`src/design/corr_pkg.sv`:
```
package corr_pkg;

   // ------------------------------
   // Array geometry
   // ------------------------------
   localparam int NUM_ANT    = 24;
   // Antenna pairs served per sample
   localparam int TRATE      = 12;
   localparam int ACCUM_BITS = 12;

   // Plain vector types
   typedef logic [NUM_ANT-1:0]    ant_bits_t;
   typedef logic [4:0]            ant_idx_t;
   typedef logic [3:0]            slot_t;
   typedef logic [ACCUM_BITS-1:0] accum_t;
   typedef logic [15:0]           integ_len_t;
   typedef logic [3:0]            cfg_addr_t;
   typedef logic [15:0]           cfg_data_t;

   // Largest count an accumulator holds
   localparam accum_t ACCUM_MAX = '1;

   // Register map, pair slots sit at 0 to TRATE-1
   localparam cfg_addr_t CFG_ADDR_INTEG = 4'd15;

   // ------------------------------
   // Bundled signals
   // ------------------------------
   // Layout matches the pair write data, a in [4:0] and b in [9:5]
   typedef struct packed {
      ant_idx_t b;
      ant_idx_t a;
   } antenna_pair_t;

   // One sign bit per antenna, real and imaginary
   typedef struct packed {
      ant_bits_t re;
      ant_bits_t im;
   } sample_t;

   typedef struct packed {
      cfg_addr_t addr;
      cfg_data_t data;
   } cfg_write_t;

   // Clear marks the first sweep of a new integration
   typedef struct packed {
      slot_t   slot;
      logic    clear;
      sample_t sample;
   } slot_cmd_t;

   typedef struct packed {
      slot_t  slot;
      accum_t cos;
      accum_t sin;
   } visibility_t;

   // Reset pairing, antenna s against antenna s+12
   localparam antenna_pair_t PAIR_RESET [TRATE] = '{
      '{b: 5'd12, a: 5'd0},
      '{b: 5'd13, a: 5'd1},
      '{b: 5'd14, a: 5'd2},
      '{b: 5'd15, a: 5'd3},
      '{b: 5'd16, a: 5'd4},
      '{b: 5'd17, a: 5'd5},
      '{b: 5'd18, a: 5'd6},
      '{b: 5'd19, a: 5'd7},
      '{b: 5'd20, a: 5'd8},
      '{b: 5'd21, a: 5'd9},
      '{b: 5'd22, a: 5'd10},
      '{b: 5'd23, a: 5'd11}
   };

endpackage

```
`src/design/corr_config_regs.sv`:
```
module corr_config_regs (
   input  logic                    clk_x,
   input  logic                    rst_n,
   input  logic                    cfg_wr,
   input  corr_pkg::cfg_write_t    cfg,
   output corr_pkg::antenna_pair_t pair_table [corr_pkg::TRATE],
   output corr_pkg::integ_len_t    integ_len
);
   import corr_pkg::*;

   logic          pair_wr;
   logic          len_wr;
   antenna_pair_t wr_pair;
   integ_len_t    wr_len;

   // ------------------------------
   // Address decode
   // ------------------------------
   // Pair slots fill the bottom of the map
   assign pair_wr = cfg_wr && (cfg.addr < cfg_addr_t'(TRATE));
   assign len_wr  = cfg_wr && (cfg.addr == CFG_ADDR_INTEG);
   // Anything else falls through untouched

   // Low ten data bits carry b and a
   assign wr_pair = antenna_pair_t'(cfg.data[$bits(antenna_pair_t)-1:0]);

   // Zero length treated as single sample
   assign wr_len = (cfg.data == '0) ? integ_len_t'(1) : integ_len_t'(cfg.data);

   // ------------------------------
   // Pair table
   // ------------------------------
   always_ff @(posedge clk_x or negedge rst_n) begin
      if (!rst_n) begin
         pair_table <= PAIR_RESET;
      end else if (pair_wr) begin
         // One entry per strobe
         pair_table[cfg.addr] <= wr_pair;
      end
   end

   // ------------------------------
   // Integration length
   // ------------------------------
   always_ff @(posedge clk_x or negedge rst_n) begin
      if (!rst_n) begin
         // Dump after every sample until configured
         integ_len <= integ_len_t'(1);
      end else if (len_wr) begin
         integ_len <= wr_len;
      end
   end

   // Antenna indices beyond the array select nothing real
   a_pair_in_range: assert property (
      @(posedge clk_x) disable iff (!rst_n)
      pair_wr |-> (wr_pair.a < NUM_ANT) && (wr_pair.b < NUM_ANT)
   ) else $error("pair write with antenna index out of range");

endmodule

```
`src/design/corr_sequencer.sv`:
```
module corr_sequencer (
   input  logic                 clk_x,
   input  logic                 rst_n,
   input  logic                 sample_vld,
   input  corr_pkg::sample_t    sample,
   input  corr_pkg::integ_len_t integ_len,
   output logic                 cmd_vld,
   output corr_pkg::slot_cmd_t  cmd
);
   import corr_pkg::*;

   typedef enum logic {
      S_IDLE,
      S_SWEEP
   } seq_state_t;

   seq_state_t state;
   slot_t      slot_q;
   logic       clear_q;
   sample_t    sample_q;
   // Samples taken in the running integration
   integ_len_t samp_cnt;
   // Low until the first sample after reset
   logic       primed;
   logic       last_slot;
   logic       integ_done;

   assign last_slot  = (slot_q == slot_t'(TRATE - 1));
   // First sample always starts fresh, RAM contents unknown
   assign integ_done = !primed || (samp_cnt >= integ_len);

   // ------------------------------
   // Sweep FSM and slot counter
   // ------------------------------
   always_ff @(posedge clk_x or negedge rst_n) begin
      if (!rst_n) begin
         state    <= S_IDLE;
         slot_q   <= '0;
         clear_q  <= 1'b0;
         samp_cnt <= '0;
         primed   <= 1'b0;
      end else begin
         case (state)
            S_IDLE: if (sample_vld) state <= S_SWEEP;
            // Back-to-back strobe keeps sweeping
            S_SWEEP: if (last_slot && !sample_vld) state <= S_IDLE;
            default: state <= S_IDLE;
         endcase

         if (sample_vld) begin
            slot_q <= '0;
         end else if (state == S_SWEEP && !last_slot) begin
            slot_q <= slot_q + 1'b1;
         end

         // Clear decided once per sample, held for the whole sweep
         if (sample_vld) begin
            primed  <= 1'b1;
            clear_q <= integ_done;
            if (integ_done) begin
               samp_cnt <= integ_len_t'(1);
            end else begin
               samp_cnt <= samp_cnt + 1'b1;
            end
         end
      end
   end

   // Sample capture
   always_ff @(posedge clk_x) begin
      if (sample_vld) sample_q <= sample;
   end

   assign cmd_vld = (state == S_SWEEP);
   assign cmd     = '{slot: slot_q, clear: clear_q, sample: sample_q};

   // Strobe only when idle or on the final slot of a sweep
   a_no_strobe_in_sweep: assert property (
      @(posedge clk_x) disable iff (!rst_n)
      sample_vld |-> (state == S_IDLE) || last_slot
   ) else $error("sample strobe arrived during a sweep");

endmodule

```
`src/design/correlate_cos_sin.sv`:
```
module correlate_cos_sin (
   input  logic             clk_x,
   input  logic             rst_n,
   input  logic             en,
   input  corr_pkg::slot_t  slot,
   input  logic             ar,
   input  logic             br,
   input  logic             bi,
   input  corr_pkg::accum_t dcos,
   input  corr_pkg::accum_t dsin,
   output logic             valid,
   output corr_pkg::slot_t  wslot,
   output corr_pkg::accum_t qcos,
   output corr_pkg::accum_t qsin,
   output logic             overflow_cos,
   output logic             overflow_sin
);
   import corr_pkg::*;

   // Top bit reports a clipped increment
   function automatic logic [ACCUM_BITS:0] sat_inc(accum_t d, logic hit);
      logic [ACCUM_BITS:0] sum;
      sum = {1'b0, d} + {{ACCUM_BITS{1'b0}}, hit};
      if (sum[ACCUM_BITS]) begin
         return {1'b1, ACCUM_MAX};
      end
      return sum;
   endfunction

   logic [ACCUM_BITS:0] cos_next;
   logic [ACCUM_BITS:0] sin_next;

   // Sign agreement, real a against real b
   assign cos_next = sat_inc(dcos, ar == br);
   // Real a against imaginary b
   assign sin_next = sat_inc(dsin, ar == bi);

   // ------------------------------
   // Control and sticky flags
   // ------------------------------
   always_ff @(posedge clk_x or negedge rst_n) begin
      if (!rst_n) begin
         valid        <= 1'b0;
         overflow_cos <= 1'b0;
         overflow_sin <= 1'b0;
      end else begin
         valid <= en;
         // Only reset lowers these again
         if (en) begin
            overflow_cos <= overflow_cos | cos_next[ACCUM_BITS];
            overflow_sin <= overflow_sin | sin_next[ACCUM_BITS];
         end
      end
   end

   // Result stage, written back to the RAM next cycle
   always_ff @(posedge clk_x) begin
      if (en) begin
         wslot <= slot;
         qcos  <= cos_next[ACCUM_BITS-1:0];
         qsin  <= sin_next[ACCUM_BITS-1:0];
      end
   end

endmodule

```
`src/design/corr_accum_ram.sv`:
```
module corr_accum_ram (
   input  logic             clk_x,
   input  logic             we,
   input  corr_pkg::slot_t  waddr,
   input  corr_pkg::accum_t wcos,
   input  corr_pkg::accum_t wsin,
   input  corr_pkg::slot_t  raddr,
   output corr_pkg::accum_t rcos,
   output corr_pkg::accum_t rsin
);
   import corr_pkg::*;

   // One word per time slot
   typedef struct packed {
      accum_t cos;
      accum_t sin;
   } accum_word_t;

   accum_word_t mem [TRATE];
   accum_word_t rd_word;

   // Clocked write port
   always_ff @(posedge clk_x) begin
      if (we) begin
         mem[waddr] <= '{cos: wcos, sin: wsin};
      end
   end

   // Read port is combinational, distributed RAM style
   assign rd_word = mem[raddr];
   assign rcos    = rd_word.cos;
   assign rsin    = rd_word.sin;

endmodule

```
`src/design/correlator_block.sv`:
```
module correlator_block (
   input  logic                    clk_x,
   input  logic                    rst_n,
   input  corr_pkg::antenna_pair_t pair_table [corr_pkg::TRATE],
   input  logic                    cmd_vld,
   input  corr_pkg::slot_cmd_t     cmd,
   output logic                    vis_vld,
   output corr_pkg::visibility_t   vis,
   output logic                    overflow_cos,
   output logic                    overflow_sin
);
   import corr_pkg::*;

   antenna_pair_t pair;
   accum_t        rcos;
   accum_t        rsin;

   // Read stage registers
   logic   go;
   slot_t  go_slot;
   logic   ar;
   logic   br;
   logic   bi;
   accum_t dcos;
   accum_t dsin;

   // Write-back from the correlate unit
   logic   wr_vld;
   slot_t  wr_slot;
   accum_t wcos;
   accum_t wsin;

   // Set once every slot has been written
   logic   holds_data;

   // ------------------------------
   // Pair lookup
   // ------------------------------
   assign pair = pair_table[cmd.slot];

   corr_accum_ram i_accum_ram (
      .clk_x (clk_x),
      .we    (wr_vld),
      .waddr (wr_slot),
      .wcos  (wcos),
      .wsin  (wsin),
      .raddr (cmd.slot),
      .rcos  (rcos),
      .rsin  (rsin)
   );

   // ------------------------------
   // Read stage
   // ------------------------------
   always_ff @(posedge clk_x or negedge rst_n) begin
      if (!rst_n) begin
         go         <= 1'b0;
         vis_vld    <= 1'b0;
         holds_data <= 1'b0;
      end else begin
         go <= cmd_vld;
         // Dump finished counts on the switch sweep
         vis_vld <= cmd_vld && cmd.clear && holds_data;
         if (cmd_vld && cmd.slot == slot_t'(TRATE - 1)) begin
            holds_data <= 1'b1;
         end
      end
   end

   always_ff @(posedge clk_x) begin
      if (cmd_vld) begin
         go_slot <= cmd.slot;
         ar      <= cmd.sample.re[pair.a];
         br      <= cmd.sample.re[pair.b];
         bi      <= cmd.sample.im[pair.b];
         // Zero input restarts the integration
         dcos    <= cmd.clear ? '0 : rcos;
         dsin    <= cmd.clear ? '0 : rsin;
         // Old word leaves as the visibility
         vis     <= '{slot: cmd.slot, cos: rcos, sin: rsin};
      end
   end

   correlate_cos_sin i_correlate (
      .clk_x        (clk_x),
      .rst_n        (rst_n),
      .en           (go),
      .slot         (go_slot),
      .ar           (ar),
      .br           (br),
      .bi           (bi),
      .dcos         (dcos),
      .dsin         (dsin),
      .valid        (wr_vld),
      .wslot        (wr_slot),
      .qcos         (wcos),
      .qsin         (wsin),
      .overflow_cos (overflow_cos),
      .overflow_sin (overflow_sin)
   );

   // Write-back two cycles late, must never hit the slot being read
   a_no_rw_collision: assert property (
      @(posedge clk_x) disable iff (!rst_n)
      cmd_vld && wr_vld |-> cmd.slot != wr_slot
   ) else $error("accumulator read and write on the same slot");

endmodule

```
`src/design/corr_top.sv`:
```
module corr_top (
   input  logic                  clk_x,
   input  logic                  rst_n,
   input  logic                  cfg_wr,
   input  corr_pkg::cfg_write_t  cfg,
   input  logic                  sample_vld,
   input  corr_pkg::sample_t     sample,
   output logic                  vis_vld,
   output corr_pkg::visibility_t vis,
   output logic                  overflow_cos,
   output logic                  overflow_sin
);
   import corr_pkg::*;

   antenna_pair_t pair_table [TRATE];
   integ_len_t    integ_len;
   logic          cmd_vld;
   slot_cmd_t     cmd;

   // Settings beside the datapath
   corr_config_regs i_config_regs (
      .clk_x      (clk_x),
      .rst_n      (rst_n),
      .cfg_wr     (cfg_wr),
      .cfg        (cfg),
      .pair_table (pair_table),
      .integ_len  (integ_len)
   );

   corr_sequencer i_sequencer (
      .clk_x      (clk_x),
      .rst_n      (rst_n),
      .sample_vld (sample_vld),
      .sample     (sample),
      .integ_len  (integ_len),
      .cmd_vld    (cmd_vld),
      .cmd        (cmd)
   );

   correlator_block i_correlator (
      .clk_x        (clk_x),
      .rst_n        (rst_n),
      .pair_table   (pair_table),
      .cmd_vld      (cmd_vld),
      .cmd          (cmd),
      .vis_vld      (vis_vld),
      .vis          (vis),
      .overflow_cos (overflow_cos),
      .overflow_sin (overflow_sin)
   );

endmodule

```
`config.mk`:
```
export PLATFORM = sky130hd
export DESIGN_NAME = corr_top
export DESIGN_NICKNAME = d
export VERILOG_FILES = /design/src/design/corr_pkg.sv /design/src/design/corr_config_regs.sv /design/src/design/corr_sequencer.sv /design/src/design/correlate_cos_sin.sv /design/src/design/corr_accum_ram.sv /design/src/design/correlator_block.sv /design/src/design/corr_top.sv
export SDC_FILE = /design/constraint.sdc
export NUM_CORES = 1
export LEC_CHECK = 0
export BUFFER_PORTS_ARGS = -buffer_cell sky130_fd_sc_hd__buf_2
export CAP_MARGIN = 10
export CORE_AREA = 10 10 243 245
export CTS_BUF_LIST = sky130_fd_sc_hd__clkbuf_16
export DETAILED_ROUTE_END_ITERATION = 12
export DIE_AREA = 0 0 253 255
export HOLD_SLACK_MARGIN = 0.15
export SLEW_MARGIN = 15
export SYNTH_ARGS = -nofsm -noshare
export SYNTH_HDL_FRONTEND = slang
export SYNTH_SLANG_ARGS = --single-unit
export TNS_END_PERCENT = 5
```
`constraint.sdc`:
```
create_clock -name clk_x -period 9 [get_ports clk_x]
set_input_delay 0.9 -clock clk_x [delete_from_list [all_inputs] [get_ports clk_x]]
set_output_delay 0.9 -clock clk_x [all_outputs]
set_load 0.02 [all_outputs]
```
==> impl_metrics.yaml <==
setup_path:
  worstPathMaxFanout: 41
  cp_slowest_cell: "dfrtp_4"
  crit_path_cell_trace: "buf_4, buf_4, mux4_2, mux2i_1, o21ai_0, nor2b_1"
  r2r_cells: 6
  cp.required_ns: 9.35
  arrival_ns: 4.09
  critical_path_class: "flop to flop"
  critPathMaxStageDelay_ns: 0.89
  timing.critical_path.mode_cell: "buf_4"
  start_kind: "flop"
  r2r_slack_ns: 5.27
  reg2reg_from: "i_sequencer.slot_q[0]$_DFFE_PN0P_"
  timing.rr.end: "i_correlator.dsin[11]$_SDFFCE_PP0P_"
  cp-end-kind: "flop"
synthesis:
  postSynthCellCount: 1366
  synth_cell_types: 54
  synth-async-reset-ratio: 0.283
  synth_seq_area_share: 0.698
  syn_avg_cell_area_um2: 17.6
  synth_nets: 1460
  synth_area_um2: 24100
  ys.flop_type: "edfxtp_1"
  ys_top_cells_by_area: "edfxtp_1 (52%), dfrtp_1 (12%), mux4_2 (9.5%)"
  yosysTopAreaCell: "edfxtp_1"
  synth-edff-count: 419
  synth-seq-cells: 584
  synth_top_area_frac: 0.523
  yosysWarnings: 0
sta:
  finalWorstSetupSlack_ns: 5.27
  final-hold-violation-count: 0
  relSlewSlack: 0.281
  maxSlewViolCount: 0
  setup_viol: 0
  fin_crit_ns: 3.73
  setup_tns_ns: 0
  skew_ns: 0.0285
  worst-slew-pin-transition_ns: 1.08
  finalCritPeriodShare: 0.415
  rsz0062_at_grt: "no"
  fmax_mhz: 268
drt:
  num_vias: 12536
  wl_per_cell_um: 23.8
  ant_nets: 0
  dr.first_iter.drc_count: 811
  drt_wl_total_um: 53400
  dr.pass1.iters: 4
  drc: 0
  vias_per_cell: 5.58
die:
  core-area_um2: 54400
  start_util: 0.442
  die_x_um: 253
  ios: 103
  die_y_um: 255
  fp.dieArea_um2: 64500
  fp-row-count: 86
placed_design:
  pre_cts_ws_ns: 5.11
  place_congestion: 0.775
  io_buffers: 102
  dp_hpwl_um: 30900
min_path:
  hold_class: "input pin to asynchronous set/reset pin"
final_layout:
  areaGrowthSynthToFinish_pct: 14.1
  drive_above_1_share: 0.349
  final_nets: 1585
  final_common_cell: "edfxtp_1"
  layout_common_cells: "edfxtp_1 (419), mux2_2 (140), dfrtp_1 (107), mux4_2 (101), buf_2 (101)"
  nFillCells: 4470
  multiInputGateArea_um2: 6920
  regArea_um2: 16800
clock_tree:
  clkTransAtPathRegs_ns: 0.06
  cts_buffers: 59
  cts_sinks: 584
  clockRootBuffer: "clkbuf_16"
  ctsResizeCount: 0
  clk_latency_ns: 0.63
  cts_tree: "done"
  cts_buffer_depth: 3
  ctsHoldBuffers: 0
  htree_levels: 2
  post-cts-setup-buffers: 0
power:
  p_int_mw: 5.41
  p_leak_nw: 10.2
  peakVddDrop_mv: 0.184
  p_sw_mw: 1.80
  comb_power_share: 0.135
  p_seq_frac: 0.515
  switching_share: 0.250
  clkPwrFrac: 0.350
  total_power_mw: 7.21
  powerDensity_nw_per_um2: 263
global_route:
  grt_pass1_wl_um: 80700
  use_met3: 0.0246
  grt_pass1_vias: 13099
  overflow: 0
  grt.busiest_layer: "met2"
  grt_use_total: 0.166
  grt.met1_usage: 0.218
  grt_max_degree: 109
  use_met2: 0.284
  antenna_found_initial: 1
status:
  status: "finished, final reports clean"
run:
  cap_viol_max_count: 0
==> through the flow <==
step                cells  cell area, um^2  hold WS (ns)   util
finish               2247            27400         0.435  0.504
floorplan            1366            24100         0.420      -
detailed placement   2134            25400         0.444  0.467
global route         2247            27400         0.436  0.504
global placement     2134            25400         0.433  0.467
CTS                  2246            27400         0.426  0.504
==> cell families (layout without fill, tap and decap cells) <==
kind of cell,Yosys count,in the layout,synth area share
other,0,1,0
and+or+nand+nor,232,232,0.0481
buffers and inverters,92,268,0.0168
xor gates and xnor gates,30,30,0.0109
DFF,584,584,0.698
adders and majority gates,22,22,0.0114
AOI/OAI and AO/OA,90,90,0.0238
muxes,316,316,0.191
==> cell type report <==
cell class	count	share of cell area
Clock inverter	53	0.0203
Inverter	28	0.00383
Sequential cell	584	0.612
Tap cell	704	0.0321
Multi-Input combinational cell	690	0.252
Timing Repair Buffer	128	0.0259
Antenna cell	1	0.0000912
Clock buffer	59	0.0538
==> sequential cells by signal (all words and copies together) (netlist names), 4 cells and up <==
name,cells
i_config_regs.pair_table,120
i_correlator.dsin,12
i_sequencer.samp_cnt,16
i_sequencer.slot_q,4
i_sequencer.cmd,48
i_correlator.i_accum_ram.mem,288
i_correlator.i_correlate.qsin,12
i_correlator.dcos,12
i_correlator.i_correlate.qcos,12
i_correlator.i_correlate.wslot,4
i_correlator.vis,28
i_config_regs.integ_len,16
==> power groups by stage <==
stage	Sequential (mW)	Clock, mW	Combinational (mW)
finish	3.71	2.52	0.974
detailed placement	3.77	0	0.987
global route	3.77	2.69	1.07
global placement	3.76	0	0.968
floorplan	3.69	0	0.686
CTS	3.72	2.59	0.994
==> critical path, delay by kind of cell, from the launching register on <==
kind / cells / cell delay, ns
AO/OA/AOI/OAI: 1 / 0.12
buffers and inverters: 2 / 1.51
AND/OR/NAND/NOR: 1 / 0.19
multiplexers: 2 / 0.74
flip-flops: 1 / 0.89
==> how the worst max path moves through the flow <==
stage | slack [ns] | depth (start not counted) | start | end
6_report | 5.27 | 6 | i_sequencer.slot_q[0]$_DFFE_PN0P_ | i_correlator.dsin[11]$_SDFFCE_PP0P_
5_1_grt | 4.81 | 6 | i_sequencer.slot_q[0]$_DFFE_PN0P_ | i_correlator.dcos[11]$_SDFFCE_PP0P_
4_1_cts | 5.10 | 6 | i_sequencer.slot_q[0]$_DFFE_PN0P_ | i_correlator.dsin[11]$_SDFFCE_PP0P_
3_5_place_dp | 5.11 | 6 | i_sequencer.slot_q[0]$_DFFE_PN0P_ | i_correlator.dsin[5]$_SDFFCE_PP0P_
3_3_place_gp | 5.16 | 6 | i_sequencer.slot_q[0]$_DFFE_PN0P_ | i_correlator.dsin[5]$_SDFFCE_PP0P_
2_1_floorplan | 6.00 | 2 | i_correlator.i_correlate.wslot[3]$_DFFE_PP_ | i_correlator.i_accum_ram.mem[0][0]$_DFFE_PP_
==> routing by layer <==
metal,routed length (um),share of wire
met5,0,0
met4,1020,0.019
met3,2250,0.042
met2,27200,0.51
met1,23000,0.43
==> cells in the mapped netlist, types with 6 or more instances <==
library cell and count:
dfrtp_1 112, clkbuf_1 33, a21oi_1 16, edfxtp_1 419, xnor2_1 9, ha_1 22, nand3_1 29, o21ai_0 31
nand2b_1 18, and3_1 10, dfstp_2 53, inv_1 28, nor2_1 46, xor2_1 21, buf_2 23, mux2i_1 73
mux2_2 140, nor2b_1 32, nand2_1 62, mux4_2 101, nand4_1 6
Power figures use the tool's default switching activity.
